<file path="src/hdl/subsys_pkg.sv">
package subsys_pkg;

  // ----------------------------------------------------------
  // Address map
  // ----------------------------------------------------------
  localparam int unsigned AddrWidth   = 32;
  localparam int unsigned NumTargets  = 4;
  localparam int unsigned TgtIdxWidth = $clog2(NumTargets);

  typedef logic [AddrWidth-1:0]   addr_t;
  typedef logic [TgtIdxWidth-1:0] tgt_idx_t;

  // Start is inclusive, end is exclusive
  typedef struct packed {
    addr_t start_addr;
    addr_t end_addr;
  } rule_t;

  // Targets are ROM, L2, peripherals and debug, in that order
  localparam rule_t [NumTargets-1:0] DefaultRules = '{
    0: '{start_addr: 32'h0001_0000, end_addr: 32'h0002_0000},
    1: '{start_addr: 32'h1000_0000, end_addr: 32'h1010_0000},
    2: '{start_addr: 32'h2000_0000, end_addr: 32'h2100_0000},
    3: '{start_addr: 32'h0000_0000, end_addr: 32'h0000_1000}
  };

  // ----------------------------------------------------------
  // Configuration register numbering
  // ----------------------------------------------------------
  // Register 2k is the start of rule k, 2k+1 its end
  localparam int unsigned CfgAddrWidth = 4;

  localparam logic [CfgAddrWidth-1:0] MtimecmpReg = 4'd8;

  // ----------------------------------------------------------
  // Machine timer
  // ----------------------------------------------------------
  localparam int unsigned TimeWidth = 32;

  typedef logic [TimeWidth-1:0] time_t;

  // All ones keeps the timer interrupt quiet until programmed
  localparam time_t MtimecmpReset = '1;

endpackage
</file>
<file path="src/hdl/soc_ctrl_top.sv">
module soc_ctrl_top #(
  parameter int unsigned NumHarts      = 2,
  parameter int unsigned HoldOffCycles = 20
) (
  input  logic                                  clk_i,
  input  logic                                  ndmreset_n,

  // Address requests
  input  logic                                  req_valid_i,
  input  subsys_pkg::addr_t                     req_addr_i,
  output logic                                  hit_o,
  output logic                                  miss_o,
  output subsys_pkg::tgt_idx_t                  target_o,

  // Configuration writes
  input  logic                                  cfg_we_i,
  input  logic [subsys_pkg::CfgAddrWidth-1:0]   cfg_addr_i,
  input  subsys_pkg::addr_t                     cfg_wdata_i,

  // Timebase
  input  logic                                  rtc_i,
  output subsys_pkg::time_t                     mtime_o,
  output logic                                  timer_irq_o,

  // Debug requests per hart
  input  logic [NumHarts-1:0]                   dbg_req_i,
  output logic [NumHarts-1:0]                   dbg_req_o
);

  import subsys_pkg::*;

  rule_t [NumTargets-1:0] rules;
  time_t                  mtimecmp;

  // ----------------------------------------------------------
  // Configuration registers
  // ----------------------------------------------------------
  map_cfg_regs u_map_cfg_regs (
    .clk_i       ( clk_i       ),
    .ndmreset_n  ( ndmreset_n  ),
    .cfg_we_i    ( cfg_we_i    ),
    .cfg_addr_i  ( cfg_addr_i  ),
    .cfg_wdata_i ( cfg_wdata_i ),
    .rules_o     ( rules       ),
    .mtimecmp_o  ( mtimecmp    )
  );

  // ----------------------------------------------------------
  // Address decoder
  // ----------------------------------------------------------
  addr_decoder u_addr_decoder (
    .clk_i       ( clk_i       ),
    .ndmreset_n  ( ndmreset_n  ),
    .req_valid_i ( req_valid_i ),
    .req_addr_i  ( req_addr_i  ),
    .rules_i     ( rules       ),
    .hit_o       ( hit_o       ),
    .miss_o      ( miss_o      ),
    .target_o    ( target_o    )
  );

  // ----------------------------------------------------------
  // Real-time timebase
  // ----------------------------------------------------------
  rtc_timebase u_rtc_timebase (
    .clk_i       ( clk_i       ),
    .ndmreset_n  ( ndmreset_n  ),
    .rtc_i       ( rtc_i       ),
    .mtimecmp_i  ( mtimecmp    ),
    .mtime_o     ( mtime_o     ),
    .timer_irq_o ( timer_irq_o )
  );

  // ----------------------------------------------------------
  // Debug request hold-off
  // ----------------------------------------------------------
  debug_holdoff #(
    .NumHarts      ( NumHarts      ),
    .HoldOffCycles ( HoldOffCycles )
  ) u_debug_holdoff (
    .clk_i         ( clk_i         ),
    .ndmreset_n    ( ndmreset_n    ),
    .dbg_req_i     ( dbg_req_i     ),
    .dbg_req_o     ( dbg_req_o     )
  );

endmodule

</file>
<file path="src/hdl/rtc_timebase.sv">
module rtc_timebase (
  input  logic              clk_i,
  input  logic              ndmreset_n,
  input  logic              rtc_i,
  input  subsys_pkg::time_t mtimecmp_i,
  output subsys_pkg::time_t mtime_o,
  output logic              timer_irq_o
);

  import subsys_pkg::*;

  logic  rtc_s1_q;
  logic  rtc_s2_q;
  logic  rtc_prev_q;
  logic  rtc_rise;
  logic  half_q;
  logic  tick;
  time_t mtime_q;
  logic  irq_q;

  // ----------------------------------------------------------
  // Synchronizer and edge detect
  // ----------------------------------------------------------
  always_ff @(posedge clk_i or negedge ndmreset_n) begin
    if (!ndmreset_n) begin
      rtc_s1_q   <= 1'b0;
      rtc_s2_q   <= 1'b0;
      rtc_prev_q <= 1'b0;
    end else begin
      rtc_s1_q   <= rtc_i;
      rtc_s2_q   <= rtc_s1_q;
      rtc_prev_q <= rtc_s2_q;
    end
  end

  assign rtc_rise = rtc_s2_q & ~rtc_prev_q;

  // Divide by two: toggle on every edge, tick on every second one
  assign tick = rtc_rise & half_q;

  // ----------------------------------------------------------
  // Machine timer and compare
  // ----------------------------------------------------------
  always_ff @(posedge clk_i or negedge ndmreset_n) begin
    if (!ndmreset_n) begin
      half_q  <= 1'b0;
      mtime_q <= '0;
    end else begin
      if (rtc_rise) begin
        half_q <= ~half_q;
      end
      if (tick) begin
        mtime_q <= mtime_q + time_t'(1);
      end
    end
  end

  // Follows a change of either operand one cycle later
  always_ff @(posedge clk_i or negedge ndmreset_n) begin
    if (!ndmreset_n) begin
      irq_q <= 1'b0;
    end else begin
      irq_q <= (mtime_q >= mtimecmp_i);
    end
  end

  assign mtime_o     = mtime_q;
  assign timer_irq_o = irq_q;

endmodule

</file>
<file path="src/hdl/debug_holdoff.sv">
module debug_holdoff #(
  parameter int unsigned NumHarts      = 2,
  parameter int unsigned HoldOffCycles = 20
) (
  input  logic                clk_i,
  input  logic                ndmreset_n,
  input  logic [NumHarts-1:0] dbg_req_i,
  output logic [NumHarts-1:0] dbg_req_o
);

  // Counter must hold HoldOffCycles itself
  localparam int unsigned CntWidth =
    (HoldOffCycles > 0) ? $clog2(HoldOffCycles + 1) : 1;

  logic [CntWidth-1:0] cnt_q;
  logic                holdoff;

  assign holdoff = (cnt_q != '0);

  // ----------------------------------------------------------
  // Hold-off counter
  // ----------------------------------------------------------
  // Gives boot code time to set up before a debug halt lands
  always_ff @(posedge clk_i or negedge ndmreset_n) begin
    if (!ndmreset_n) begin
      cnt_q <= CntWidth'(HoldOffCycles);
    end else if (holdoff) begin
      cnt_q <= cnt_q - CntWidth'(1);
    end
  end

  // Requests pass straight through once the count runs out
  assign dbg_req_o = holdoff ? '0 : dbg_req_i;

endmodule

</file>
<file path="src/hdl/addr_decoder.sv">
module addr_decoder (
  input  logic                                             clk_i,
  input  logic                                             ndmreset_n,
  input  logic                                             req_valid_i,
  input  subsys_pkg::addr_t                                req_addr_i,
  input  subsys_pkg::rule_t [subsys_pkg::NumTargets-1:0]   rules_i,
  output logic                                             hit_o,
  output logic                                             miss_o,
  output subsys_pkg::tgt_idx_t                             target_o
);

  import subsys_pkg::*;

  logic [NumTargets-1:0] rule_hit;
  logic                  match;
  tgt_idx_t              match_idx;

  logic     hit_q;
  logic     miss_q;
  tgt_idx_t target_q;

  // ----------------------------------------------------------
  // Rule match
  // ----------------------------------------------------------
  // An empty or inverted range never matches
  always_comb begin
    for (int i = 0; i < NumTargets; i++) begin
      rule_hit[i] = (rules_i[i].start_addr < rules_i[i].end_addr) &&
                    (req_addr_i >= rules_i[i].start_addr) &&
                    (req_addr_i <  rules_i[i].end_addr);
    end
  end

  // Walk downwards so the lowest index wins on overlap
  always_comb begin
    match     = 1'b0;
    match_idx = '0;
    for (int i = NumTargets - 1; i >= 0; i--) begin
      if (rule_hit[i]) begin
        match     = 1'b1;
        match_idx = tgt_idx_t'(i);
      end
    end
  end

  // ----------------------------------------------------------
  // Result stage
  // ----------------------------------------------------------
  always_ff @(posedge clk_i or negedge ndmreset_n) begin
    if (!ndmreset_n) begin
      hit_q  <= 1'b0;
      miss_q <= 1'b0;
    end else begin
      hit_q  <= req_valid_i & match;
      miss_q <= req_valid_i & ~match;
    end
  end

  // Target only matters alongside hit
  always_ff @(posedge clk_i) begin
    if (req_valid_i && match) begin
      target_q <= match_idx;
    end
  end

  assign hit_o    = hit_q;
  assign miss_o   = miss_q;
  assign target_o = target_q;

endmodule

</file>
<file path="src/hdl/map_cfg_regs.sv">
module map_cfg_regs (
  input  logic                                             clk_i,
  input  logic                                             ndmreset_n,
  input  logic                                             cfg_we_i,
  input  logic [subsys_pkg::CfgAddrWidth-1:0]              cfg_addr_i,
  input  subsys_pkg::addr_t                                cfg_wdata_i,
  output subsys_pkg::rule_t [subsys_pkg::NumTargets-1:0]   rules_o,
  output subsys_pkg::time_t                                mtimecmp_o
);

  import subsys_pkg::*;

  // Rule bounds occupy the lowest register numbers
  localparam int unsigned NumRuleRegs = 2 * NumTargets;

  rule_t [NumTargets-1:0] rules_q;
  time_t                  mtimecmp_q;

  logic     rule_we;
  logic     rule_end_sel;
  tgt_idx_t rule_idx;
  logic     mtimecmp_we;

  // ----------------------------------------------------------
  // Write decode
  // ----------------------------------------------------------
  always_comb begin
    rule_we      = 1'b0;
    mtimecmp_we  = 1'b0;
    rule_idx     = cfg_addr_i[TgtIdxWidth:1];
    rule_end_sel = cfg_addr_i[0];

    if (cfg_we_i) begin
      if (cfg_addr_i < CfgAddrWidth'(NumRuleRegs)) begin
        rule_we = 1'b1;
      end else if (cfg_addr_i == MtimecmpReg) begin
        mtimecmp_we = 1'b1;
      end
      // Higher numbers fall through without effect
    end
  end

  // ----------------------------------------------------------
  // Register storage
  // ----------------------------------------------------------
  always_ff @(posedge clk_i or negedge ndmreset_n) begin
    if (!ndmreset_n) begin
      rules_q <= DefaultRules;
    end else if (rule_we) begin
      if (rule_end_sel) begin
        rules_q[rule_idx].end_addr <= cfg_wdata_i;
      end else begin
        rules_q[rule_idx].start_addr <= cfg_wdata_i;
      end
    end
  end

  always_ff @(posedge clk_i or negedge ndmreset_n) begin
    if (!ndmreset_n) begin
      mtimecmp_q <= MtimecmpReset;
    end else if (mtimecmp_we) begin
      // Address and time words share one width here
      mtimecmp_q <= time_t'(cfg_wdata_i);
    end
  end

  // New values show up the cycle after the write strobe
  assign rules_o    = rules_q;
  assign mtimecmp_o = mtimecmp_q;

endmodule

</file>
<file path="config.mk">
export PLATFORM = sky130hd
export DESIGN_NAME = soc_ctrl_top
export DESIGN_NICKNAME = d
export VERILOG_FILES = /design/src/hdl/subsys_pkg.sv /design/src/hdl/soc_ctrl_top.sv /design/src/hdl/rtc_timebase.sv /design/src/hdl/debug_holdoff.sv /design/src/hdl/addr_decoder.sv /design/src/hdl/map_cfg_regs.sv
export SDC_FILE = /design/constraint.sdc
export NUM_CORES = 1
export LEC_CHECK = 0
export BUFFER_PORTS_ARGS = -buffer_cell sky130_fd_sc_hd__buf_2
export CELL_PAD_IN_SITES_DETAIL_PLACEMENT = 0
export CELL_PAD_IN_SITES_GLOBAL_PLACEMENT = 1
export CORE_UTILIZATION = 48
export DETAILED_ROUTE_END_ITERATION = 8
export GPL_TIMING_DRIVEN = 0
export PLACE_DENSITY_LB_ADDON = 0.1
export SYNTH_ARGS = -nofsm -noshare
export SYNTH_HDL_FRONTEND = slang
export SYNTH_SLANG_ARGS = --single-unit
</file>
<file path="constraint.sdc">
create_clock -name clk_i -period 3.2 [get_ports clk_i]
set_input_delay 0.48 -clock clk_i [delete_from_list [all_inputs] [get_ports clk_i]]
set_output_delay 0.48 -clock clk_i [all_outputs]
set_load 0.05 [all_outputs]
</file>
# After elaboration in Yosys (flattened, before gate mapping)

Cells that the tools add are included.

Add/subtract/negate cells: 2
$mul: 0
Div/mod/pow operators: 0
$lt $le $gt $ge: 16
Equal/unequal tests: 1
Shift-type cells: 0
Mux-type cells: 20
Bitwise operators: 7
Reductions and logical operators: 12

Operators with widths:

| operator                                                               | count |
|---|---|
| 256-bit bitwise mux                                                    | 2 |
| 64-bit demux with 2-bit select                                         | 2 |
| 32-bit < comparator                                                    | 8 |
| 256-bit two-way mux                                                    | 1 |
| 32-bit >= comparator                                                   | 5 |
| 64-bit two-way mux                                                     | 1 |
| 32-bit by 1-bit adder with 32-bit output (second input constant)       | 1 |
| 32-bit two-way mux                                                     | 1 |
| 1-bit logical AND                                                      | 10 |
| 1-bit two-way mux                                                      | 10 |
| 2-bit two-way mux                                                      | 3 |
| 5-bit nonzero test                                                     | 1 |
| 5-bit by 1-bit subtractor with 5-bit output (second input constant)    | 1 |
| 1-bit AND                                                              | 4 |
| 4-bit equality test (second input constant)                            | 1 |
| 4-bit < comparator (second input constant)                             | 1 |
| 2-bit by 3-bit < comparator with 1-bit output (second input constant)  | 1 |
| 1-bit inverter                                                         | 3 |
| 2-bit by 1-bit >= comparator with 1-bit output (second input constant) | 1 |
| 2-bit OR reduction                                                     | 1 |

Flip-flop bits (word level): 334
Bits in latches: 0
RAM bits: 0
Memory bits (read-only): 0
Bits of input ports: 75
Logic and storage cells: 78
Memories kept: 0

# Logic depth before layout (Yosys ltp)

Gate-level depths: netlist (run 1).

Word-level depth: 9
Depth in mapped cells: 10

# Cells and area by module

From an unflattened synthesis (run 1), not the netlist that was laid out.

Cells, all modules: 2049
Area total of the unflattened synthesis: 22586.7 um^2

By module, submodules not included:

| module        | times used | cells an instance | area each (um^2) | seq. area each (um^2) |
|---|---|---|---|---|
| map_cfg_regs  | 1          | 621               | 10939.2          | 7258.2 |
| addr_decoder  | 1          | 1171              | 9036.2           | 110.1 |
| rtc_timebase  | 1          | 232               | 2334.7           | 925.9 |
| debug_holdoff | 1          | 25                | 276.5            | 127.6 |

# Least setup slack after synthesis (run 1)

No wires, ideal clock.

Path kind: input -> register
Start: in req_addr_i[29]
End: reg u_addr_decoder.target_q[0], in the netlist u_addr_decoder.target_o[0], enable pin
Library setup time: 0.322 ns
Data arrival time: 2.484 ns
Data required time: 2.878 ns
Slack: 0.394 ns
Stages: 9
Path buffers: 0
Cells stage by stage: ha_1 -> a21o_1 -> a21oi_1 -> nor2b_1 -> a2111oi_0 -> nand4_1 -> or4_1 -> o21a_1 -> a21boi_1

Longest elaborated chain between the ends: 8

Ends and longest elaborated chain:

| item                           | line               | source |
|---|---|---|
| start: declaration             | soc_ctrl_top.sv:10 | `input subsys_pkg::addr_t req_addr_i,` |
| 32-bit >= comparator           | addr_decoder.sv:29 | `(req_addr_i >= rules_i[i].start_addr) &&` |
| 1-bit logical AND              | addr_decoder.sv:28 | `rule_hit[i] = (rules_i[i].start_addr < rules_i[i].end_addr) &&` |
| 1-bit logical AND              | addr_decoder.sv:29 |  |
| 1-bit two-way mux (3 in a row) | addr_decoder.sv:39 | `if (rule_hit[i]) begin` |
| 1-bit two-way mux (*)          | addr_decoder.sv:39 |  |
| 1-bit logical AND (*)          | addr_decoder.sv:61 | `if (req_valid_i && match) begin` |
| end signal: assignment         | addr_decoder.sv:62 | `target_q <= match_idx;` |
| end: declaration               | addr_decoder.sv:20 | `tgt_idx_t target_q;` |

Mark *: on every way between the ends. The rest lies on a longest branch, timed or not.
A chain may end at the register's enable or synchronous reset.

# Worst setup path in the final report (run 1)

Start: reg u_map_cfg_regs.rules_q, in the netlist u_map_cfg_regs.rules_o[130]
End: reg u_addr_decoder.target_q[1], in the netlist u_addr_decoder.target_o[1], enable pin

Longest elaborated chain between the ends: 7

Ends and longest elaborated chain:

| item                               | line               | source |
|---|---|---|
| start: declaration                 | map_cfg_regs.sv:16 | `rule_t [NumTargets-1:0] rules_q;` |
| start signal: assignment           | map_cfg_regs.sv:48 | `rules_q <= DefaultRules;` |
| 32-bit < comparator                | addr_decoder.sv:28 |  |
| 1-bit logical AND                  | addr_decoder.sv:28 |  |
| 1-bit logical AND (*)              | addr_decoder.sv:29 |  |
| 1-bit two-way mux (*) (3 in a row) | addr_decoder.sv:39 |  |
| 1-bit logical AND (*)              | addr_decoder.sv:61 |  |

Marked as above.

==> results of run 1 <==
==> power by group <==
group / leakage (uW) / switching [uW] / total [uW] / internal, uW
clock network: 0.000672 / 1930 / 4670 / 2740
logic: 0.00776 / 3140 / 5500 / 2350
registers: 0.00403 / 528 / 5760 / 5240
==> per-stage QoR <==
step / power, uW / instances / setup slack, ns / hold WS [ns] / cell area [um2]
6_report: 15900 / 2989 / 0.118 / -0.0253 / 24900
2_1_floorplan: 9510 / 2222 / 0.394 / 0.184 / 22100
3_3_place_gp: 10900 / 2902 / -4.96 / 0.335 / 23300
4_1_cts: 16000 / 2985 / 0.00521 / 0.0268 / 24800
3_5_place_dp: 11200 / 2906 / -0.727 / 0.354 / 23400
5_1_grt: 17100 / 2986 / 0.00196 / 0.0513 / 24900
==> worst max path at each step <==
stage,to,slack (ns)
finish,u_addr_decoder.target_o[1],0.12
global route,u_addr_decoder.target_o[0],0.002
detailed placement,u_addr_decoder.target_o[1],-0.73
floorplan,u_addr_decoder.target_o[0],0.39
CTS,u_addr_decoder.target_o[1],0.005
global placement,u_map_cfg_regs.rules_o[192],-4.96
==> placed cells by master (no fill, tap or decap), types with 10 or more instances in the layout <==
master     count
mux2_2       165
clkbuf_8      10
clkbuf_2      20
ha_1         408
nand2_1      209
clkinv_2      11
and3_1        14
a21oi_1      124
buf_4         12
nand3_1       31
buf_2         79
clkbuf_1      48
and4_1        16
o21ai_0      173
a21o_1        68
dfrtp_1      289
nand4_1       60
a211o_1       10
nor3_1        12
dfstp_2       43
nor2b_1       16
nor2_1        52
inv_1        293
xnor2_1       29
clkbuf_16     42
==> cell usage after synthesis, types with 4 or more instances <==
cell type,number
dfrtp_1,289
o221ai_1,5
mux2_2,165
a31oi_1,5
a21oi_1,124
and2_1,4
and3_1,14
a211oi_1,11
nor2b_1,16
xor2_1,6
o21a_1,8
buf_4,9
a2111oi_0,5
o211ai_1,5
nand3_1,31
nor3b_1,4
a221oi_1,9
a221o_1,4
nand2b_1,8
nand2_1,209
buf_1,6
nor2_1,52
a211o_1,10
dfstp_2,43
and4_1,16
ha_1,410
a21o_1,68
or3_1,5
clkbuf_1,40
nor3_1,12
xnor2_1,29
inv_1,294
clkbuf_2,20
o21ai_0,173
nand4_1,60
a41oi_1,4
nor4_1,7
==> state kept, by name, summed over array words and instances (netlist names) <==
signal                      flops
u_map_cfg_regs.rules_o        256
u_map_cfg_regs.mtimecmp_o      32
u_rtc_timebase.mtime_o         32
u_debug_holdoff.cnt_q           5
u_addr_decoder.target_o         2
u_addr_decoder.hit_o            1
u_addr_decoder.miss_o           1
u_rtc_timebase.half_q           1
u_rtc_timebase.rtc_prev_q       1
u_rtc_timebase.rtc_s1_q         1
u_rtc_timebase.rtc_s2_q         1
u_rtc_timebase.timer_irq_o      1
==> cells by family (layout without fill, tap and decap cells) <==
| kind of cell | after synthesis | after routing | share of synthesized area (%) |
|---|---|---|---|
| flip-flops | 334 | 334 | 38.1 |
| other | 0 | 3 | 0 |
| AO/OA/AOI/OAI | 456 | 456 | 12.5 |
| XOR/XNOR | 35 | 35 | 1.39 |
| adder cells (fa/ha/maj) | 410 | 410 | 23.2 |
| AND/OR/NAND/NOR | 453 | 453 | 9.93 |
| multiplexers | 165 | 165 | 8.40 |
| buffers and inverters | 369 | 533 | 6.53 |
==> routing by layer <==
layer | vias to the layer above | track usage, % | share of wire [%]
li1 | 8098 | - | -
met1 | 8252 | 34.5 | 44
met2 | 295 | 46.6 | 49
met3 | 109 | 3.27 | 4.0
met4 | 0 | 11.0 | 3.8
met5 | - | 0 | 0
==> cell type report <==
class | instances | area [um2] | share of cell area (%)
buffer | 75 | 340 | 1.37
antenna | 3 | 7.51 | 0.0302
timing repair buffer | 87 | 513 | 2.06
clock buffer | 60 | 1220 | 4.90
inverter | 294 | 1100 | 4.43
multi-input combinational | 1519 | 12400 | 49.8
tap | 600 | 751 | 3.02
clock inverter | 17 | 134 | 0.538
sequential | 334 | 8420 | 33.8
==> timing repair <==
action | 4_1_cts | 5_1_grt
endpoints found under the setup margin | 6 | 5
hold buffers | 1 | 0
buffers inserted | 1 | 1
pin swaps | 3 | 10
hold endpoints to repair | 1 | 0
gates resized for setup | 12 | 14
==> critical path, cell delays in order (launching register included) <==
cell      delay [ns]
dfrtp_1         0.37
inv_2           0.09
ha_4            0.21
a211o_1         0.30
a31oi_2         0.19
o221ai_2        0.15
a211o_1         0.33
a311oi_2        0.28
or4b_4          0.53
o21a_4          0.16
a21boi_4        0.15
==> results.yml, run 1 <==
synthesis:
  ys_ff_latch: 334
  async_flop_share_pct: 99.4
  avgSynthCellArea_um2: 9.95
  synth_flop_cell: "dfrtp_1"
  yosys_warnings: 0
  synth_cell_types: 64
  yosys-top-cells-area: "dfrtp_1, ha_1, mux2_2, dfstp_2, inv_1"
  yosysTopAreaCell: "dfrtp_1"
  netlist_area_um2: 22100
  yosys.area.top_type_share_pct: 32.7
  syn_inst: 2222
  syn_nets: 2707
  synth_enable_flop_cells: 2
  ys_seq_area_share_pct: 38.1
timing:
  final-setup-viol-count: 0
  hold_violations: 8
  whs_ns: -0.0253
  finalCritPeriodShare_pct: 96.3
  tightest_slew_ns: 1.13
  fin_worst_skew_ns: 0.0192
  slew_headroom_pct: 24.7
  rsz0062_at_grt: "false"
  slew_violations: 0
  fin_tns_setup_ns: 0
  timing.fmax_mhz: 324
  min_period_ns: 3.08
drt:
  drt_wl_total_um: 62000
  vias: 16800
  drc: 0
  drtIter0Drc: 979
  ant_nets: 0
  via_per_inst: 5.61
  wl_per_cell_um: 20.8
  firstDrtPassIters: 5
critical_path:
  critPathLaunch: "u_map_cfg_regs.rules_o[130]"
  required_ns: 3.46
  r2r_start: "u_map_cfg_regs.rules_o[130]"
  reg2reg_slack_ns: 0.12
  r2r_cells: 10
  critPathLaunchType: "flop"
  r2r-end: "u_addr_decoder.target_o[1]"
  critical_path_arrival_ns: 3.34
  critPathCaptureType: "flop"
  crit_type: "reg2reg"
  critPathMaxFanout: 3
clock_tree:
  htreeDepth: 2
  clock-sinks: 334
  clkTransAtPathRegs_ns: 0.06
  cts_root_buf: "clkbuf_16"
  cts_made_buffers: 42
  cts_tree: "yes"
  clk_latency_ns: 0.57
  cts.path.max_buffers: 3
finish:
  drive_gt1_share_pct: 17.3
  nNetsFinal: 2838
  fillers: 4132
  final_core_util_pct: 54.9
  areaGrowthSynthToFinish_pct: 12.6
power:
  pwr_density_cell_nw_per_um2: 640
  p_leak_uw: 0.0125
  ir_drop_mv: 0.468
grt:
  grtUsageTotal_pct: 27.1
  grt_max_degree: 116
  grt_pass1_wl_um: 97000
  grt.overflow.total: 0
  grt_pass1_vias: 17100
  antenna_found_initial: 0
die:
  io_pins: 114
  design.core.area_um2: 45400
  die_x_um: 217
  die_y_um: 217
  num_rows: 78
  start_util_pct: 48.7
  fp.dieArea_um2: 46900
job:
  cap_violations: 0
run_status:
  status: "finished, violations left"
  violations: "negative hold slack"
worst_hold_path:
  min_path_type: "in2async"
placed_design:
  hpwl_um: 47100
  routabilityCongestion: 0.891
  port-buffer-count: 80
(Power assumes the default switching activity.)
==> run 2, diff against run 1 <==
--- a/config.mk
+++ b/config.mk
@@ -5,13 +5,14 @@
 export SDC_FILE = /design/constraint.sdc
 export NUM_CORES = 1
 export LEC_CHECK = 0
+export ABC_AREA = 1
 export BUFFER_PORTS_ARGS = -buffer_cell sky130_fd_sc_hd__buf_2
 export CELL_PAD_IN_SITES_DETAIL_PLACEMENT = 0
 export CELL_PAD_IN_SITES_GLOBAL_PLACEMENT = 1
-export CORE_UTILIZATION = 48
+export CORE_UTILIZATION = 47
 export DETAILED_ROUTE_END_ITERATION = 8
 export GPL_TIMING_DRIVEN = 0
-export PLACE_DENSITY_LB_ADDON = 0.1
+export PLACE_DENSITY = 0.86
 export SYNTH_ARGS = -nofsm -noshare
 export SYNTH_HDL_FRONTEND = slang
 export SYNTH_SLANG_ARGS = --single-unit
==> results.yml, run 2 <==
critical_path:
  critical_path_arrival_ns: 2.87
  cpMostUsedCell: "nand2_1"
  critPathBufInv: 3
  crit_type: "reg2reg"
  critPathMaxFanout: 3
  r2r_start: "u_map_cfg_regs.rules_o[93]"
  crit_slowest_cell: "dfstp_2"
  cp_top_family: "simple AND/OR/NAND/NOR gates"
  required_ns: 3.45
  path_cells: "inv_1 -> ha_1 -> nand3_1 -> inv_1 -> nand2_1 -> nand3_1 -> nor2_1 -> nand2_1 -> nor2_1 -> nand2_1 -> inv_1 -> nand2_1 -> nand2_1 -> nor2_1 -> nor2_1"
  cpPeakStageDelay_ns: 0.53
  r2r-end: "u_addr_decoder.target_o[1]"
  r2r_cells: 15
  critPathCaptureType: "flop"
  critPathLaunchType: "flop"
  reg2reg_slack_ns: 0.58
synthesis:
  synth_enable_flop_cells: 2
  post-synth-top-count-cell: "nand2_1"
  yosys-top-cells-area: "dfrtp_1, ha_1, nand2_1, inv_1, o21ai_0"
  avgSynthCellArea_um2: 7.96
  yosys.area.top_type_share_pct: 31.9
  yosys_warnings: 0
  async_flop_share_pct: 99.4
  ys_ff_latch: 334
  syn_nets: 3331
  synth_flop_cell: "dfrtp_1"
  yosysTopAreaCell: "dfrtp_1"
  ys_top_cells_by_count: "nand2_1, inv_1, ha_1"
  syn_inst: 2846
  synth_cell_types: 35
  ys_seq_area_share_pct: 37.2
  netlist_area_um2: 22700
finish:
  fillers: 4531
  final_common_cell: "nand2_1"
  drive_gt1_share_pct: 8.30
  nNetsFinal: 3489
  layout_common_cells: "nand2_1, inv_1, ha_1, dfrtp_1, o21ai_0"
  largest_reg_flops: 256
  regArea_um2: 8420
  multi_input_area_um2: 12300
  final_cell_count_no_fill: 3653
  areaGrowthSynthToFinish_pct: 12.1
power:
  ir_drop_mv: 0.343
  pwr_density_cell_nw_per_um2: 609
  p_leak_uw: 0.0135
placed_design:
  place_ws_ns: 0.368
  dp.cells: 3575
  port-buffer-count: 111
  hpwl_um: 50700
  routabilityCongestion: 0.881
grt:
  grt_pass1_vias: 19500
  grt.overflow.total: 0
  antenna_found_initial: 7
  grt_pass1_wl_um: 105000
  grtUsageTotal_pct: 27.2
  grt_max_degree: 109
clock_tree:
  htreeDepth: 2
  clkTransAtPathRegs_ns: 0.06
  cts_tree: "yes"
  cts.path.max_buffers: 3
  cts_hold_buf: 2
  cts_made_buffers: 40
  cts_root_buf: "clkbuf_16"
  clock-sinks: 334
  clk_latency_ns: 0.57
  cts_setup_buffers: 0
  cts_resized: 0
timing:
  final-setup-viol-count: 0
  tightest_slew_ns: 0.982
  timing.fmax_mhz: 382
  min_period_ns: 2.62
  rsz0062_at_grt: "false"
  slew_headroom_pct: 34.2
  fin_tns_setup_ns: 0
  fin_worst_skew_ns: 0.0115
  hold_violations: 0
  finalCritPeriodShare_pct: 81.9
  finalWorstSetupSlack_ns: 0.579
  slew_violations: 0
drt:
  vias: 19400
  ant_nets: 0
  drtIter0Drc: 1272
  firstDrtPassIters: 9
  drc: 0
  drt_wl_total_um: 65000
  wl_per_cell_um: 17.8
  via_per_inst: 5.30
job:
  cap_violations: 0
worst_hold_path:
  holdPathEnd: "u_map_cfg_regs.rules_o[209]"
  hold_depth: 3
  min_path_type: "in2reg"
  worstHoldStart: "cfg_wdata_i[17]"
die:
  num_rows: 80
  die_x_um: 222
  fp.dieArea_um2: 49100
  design.core.area_um2: 47600
  io_pins: 114
  die_y_um: 222
  start_util_pct: 47.5
run_status:
  status: "complete, no violations"
## run 2: worst max path at each step
stage / start / to / slack, ns / cells after the start
floorplan: u_map_cfg_regs.rules_o[93] / u_addr_decoder.target_o[0] / 1.13 / 15
global placement: ndmreset_n / u_map_cfg_regs.rules_o[221] / -4.86 / 1
detailed placement: req_addr_i[0] / u_addr_decoder.target_o[1] / 0.37 / 17
CTS: u_map_cfg_regs.rules_o[93] / u_addr_decoder.target_o[0] / 0.60 / 15
global route: u_map_cfg_regs.rules_o[93] / u_addr_decoder.target_o[1] / 0.34 / 15
finish: u_map_cfg_regs.rules_o[93] / u_addr_decoder.target_o[1] / 0.58 / 15
## run 2: logic make-up (layout without fill, tap and decap cells)
logic type      Yosys count  in the layout  synth area share (%)
other cells               0              2                     0
fa+ha+maj               410            410                  22.6
mux                       1              1                0.0497
simple gates           1030           1030                  18.4
compound gates          521            521                  11.9
buf+inv                 519            709                  8.66
flops                   334            334                  37.2
xor+xnor                 31             31                  1.20
## run 2: final cells by class
cell class | count | area share (%)
timing repair buffer | 116 | 2.63
inverter | 463 | 6.85
clock buffer | 67 | 4.90
buffer | 56 | 0.882
multi-input combinational | 1993 | 48.3
antenna | 2 | 0.0197
clock inverter | 7 | 0.177
sequential | 334 | 33.2
tap | 615 | 3.03
## run 2: tightest hold or removal path, delay by kind of cell
kind / cells / cell delay [ns]
buffers and inverters: 1 / 0.12
and+or+nand+nor: 1 / 0.06
AOI/OAI and AO/OA: 1 / 0.05
## run 2: power by group
group	switching [uW]	internal [uW]	leakage, uW
Sequential	550	5160	0.00410
Clock	1860	2650	0.000632
Combinational	3280	1960	0.00882
Total	5690	9770	0.0135
## run 2: per-layer routing
| layer | global-route usage [%] | share of wire (%) |
|---|---|---|
| met5 | 0 | 0.091 |
| met1 | 35.4 | 44 |
| met3 | 4.21 | 5.4 |
| met4 | 10.1 | 3.7 |
| met2 | 45.6 | 47 |
## run 2: per-stage QoR
step / util [%] / power [uW] / hold slack, ns / area, um2
CTS: 53.3 / 15600 / 0.127 / 25400
finish: 53.3 / 15500 / 0.156 / 25400
global placement: 50.3 / 10700 / 0.335 / 24000
floorplan: - / 9370 / 0.184 / 22700
global route: 53.3 / 16700 / 0.154 / 25400
detailed placement: 50.5 / 11000 / 0.336 / 24100
==> run 3, diff against run 2 <==
==> constraint.sdc (replaced) <==
create_clock -name clk_i -period 2.54 [get_ports clk_i]
set_input_delay 0.381 -clock clk_i [delete_from_list [all_inputs] [get_ports clk_i]]
set_output_delay 0.381 -clock clk_i [all_outputs]
set_load 0.05 [all_outputs]
==> results.yml, run 3 (synthesis gave the netlist of run 2 again) <==
timing:
  tightest_slew_ns: 0.971
  slew_violations: 0
  finalWorstSetupSlack_ns: 0.140
  fin_worst_skew_ns: 0.00987
  rsz0062_at_grt: "false"
  final-setup-viol-count: 0
  min_period_ns: 2.40
  hold_violations: 0
  slew_headroom_pct: 34.9
  timing.fmax_mhz: 417
  fin_tns_setup_ns: 0
  finalCritPeriodShare_pct: 94.5
worst_hold_path:
  holdPathEnd: "u_map_cfg_regs.rules_o[209]"
  hold_depth: 3
  worstHoldStart: "cfg_wdata_i[17]"
  min_path_type: "in2reg"
finish:
  final_common_cell: "nand2_1"
  drive_gt1_share_pct: 9.15
  stdcell_area_um2: 25500
  areaGrowthSynthToFinish_pct: 12.5
  largest_reg_flops: 256
  regArea_um2: 8420
  nNetsFinal: 3492
  final_core_util_pct: 53.5
  fillers: 4512
  multi_input_area_um2: 12400
  final_cell_count_no_fill: 3656
  layout_common_cells: "nand2_1, inv_1, ha_1, dfrtp_1, o21ai_0"
drt:
  firstDrtPassIters: 9
  drt_wl_total_um: 65100
  drc: 0
  drtIter0Drc: 1232
  wl_per_cell_um: 17.8
  via_per_inst: 5.30
  vias: 19400
  ant_nets: 0
die:
  die_x_um: 222
  num_rows: 80
  fp.dieArea_um2: 49100
  die_y_um: 222
  io_pins: 114
  design.core.area_um2: 47600
  start_util_pct: 47.5
clock_tree:
  clkTransAtPathRegs_ns: 0.06
  cts.path.max_buffers: 3
  htreeDepth: 2
  clock-sinks: 334
  cts_root_buf: "clkbuf_16"
  cts_made_buffers: 40
  cts_tree: "yes"
  clk_latency_ns: 0.56
critical_path:
  critical_path_arrival_ns: 2.66
  cpMostUsedCell: "nand2_1"
  path_cells: "inv_1 -> ha_1 -> nand2_1 -> inv_1 -> nand2_1 -> nand2_1 -> nand2_1 -> nand2_1 -> nand2_1 -> nand2_1 -> a21oi_2 -> nand2_2 -> nand2_1 -> nor2_2 -> nor2_2"
  critPathLaunchType: "flop"
  crit_type: "reg2reg"
  r2r-end: "u_addr_decoder.target_o[1]"
  r2r_start: "u_map_cfg_regs.rules_o[131]"
  cp_top_family: "simple AND/OR/NAND/NOR gates"
  critPathMaxFanout: 3
  cpPeakStageDelay_ns: 0.36
  crit_slowest_cell: "dfrtp_1"
  critPathBufInv: 2
  reg2reg_slack_ns: 0.14
  r2r_cells: 15
  critPathCaptureType: "flop"
  required_ns: 2.80
grt:
  antenna_found_initial: 7
  grtUsageTotal_pct: 27.2
  grt_max_degree: 109
  grt_pass1_wl_um: 105000
  grt.overflow.total: 0
  grt_pass1_vias: 19500
placed_design:
  place_ws_ns: -0.193
  routabilityCongestion: 0.881
  dp.cells: 3575
  port-buffer-count: 111
  hpwl_um: 50700
  place_area_um2: 24100
run_status:
  status: "complete, no violations"
power:
  pwr_density_cell_nw_per_um2: 768
  p_leak_uw: 0.0136
  ir_drop_mv: 0.432
job:
  cap_violations: 0
[run 3: cell count changes in the layout (fill, tap and decap cells not counted), sizes merged]
| cell | delta |
|---|---|
| buf | +3 |
[run 3: worst reg2reg max path: cells and delay by family (launching register included)]
kind | cells | cell delay [ns]
AOI/OAI and AO/OA | 1 | 0.20
DFF | 1 | 0.36
buffers and inverters | 2 | 0.15
and+or+nand+nor | 11 | 1.14
adders and majority gates | 1 | 0.27
[run 3: cell type report]
cell class	count	share of cell area, %
Clock buffer	67	4.88
Buffer	56	0.878
Antenna cell	2	0.0196
Inverter	463	6.82
Clock inverter	7	0.177
Sequential cell	334	33.0
Tap cell	615	3.02
Multi-Input combinational cell	1993	48.5
Timing Repair Buffer	119	2.71
[run 3: per-layer routing]
metal	vias to the layer above	GRT usage, %	share of wire, %	wire, um
li1	9548	-	-	-
met1	9226	35.4	44	28800
met2	463	45.6	47	30400
met3	117	4.21	5.3	3470
met4	10	10.1	3.7	2420
met5	-	0	0.091	59
[run 3: metrics by stage]
step / total power, uW / hold slack, ns
floorplan: 11800 / 0.0854
global placement: 13400 / 0.335
detailed placement: 13800 / 0.329
CTS: 19600 / 0.0284
global route: 21200 / 0.0552
finish: 19600 / 0.0625
[run 3: worst max-delay path by stage]
stage / startpoint / cells after the start / slack (ns) / end
6_report: u_map_cfg_regs.rules_o[131] / 15 / 0.14 / u_addr_decoder.target_o[1]
5_1_grt: u_map_cfg_regs.rules_o[95] / 17 / 0.002 / u_addr_decoder.target_o[1]
4_1_cts: u_map_cfg_regs.rules_o[93] / 15 / 0.006 / u_addr_decoder.target_o[0]
3_5_place_dp: req_addr_i[0] / 17 / -0.19 / u_addr_decoder.target_o[1]
3_3_place_gp: ndmreset_n / 1 / -5.42 / u_map_cfg_regs.rules_o[221]
2_1_floorplan: u_map_cfg_regs.rules_o[93] / 15 / 0.47 / u_addr_decoder.target_o[0]
[run 3: repair_timing]
action / 4_1_cts / 5_1_grt
resized for setup: 1 / 22
hold buffers: 2 / 0
setup endpoints to repair: 2 / 6
pin swaps: 0 / 7
endpoints found under the hold margin: 39 / 0
buffers inserted: 0 / 3
[run 3: where the power goes]
group          total, uW  switching (uW)  internal, uW
Combinational       6710            4180          2520
Clock               5680            2340          3340
Sequential          7190             691          6490
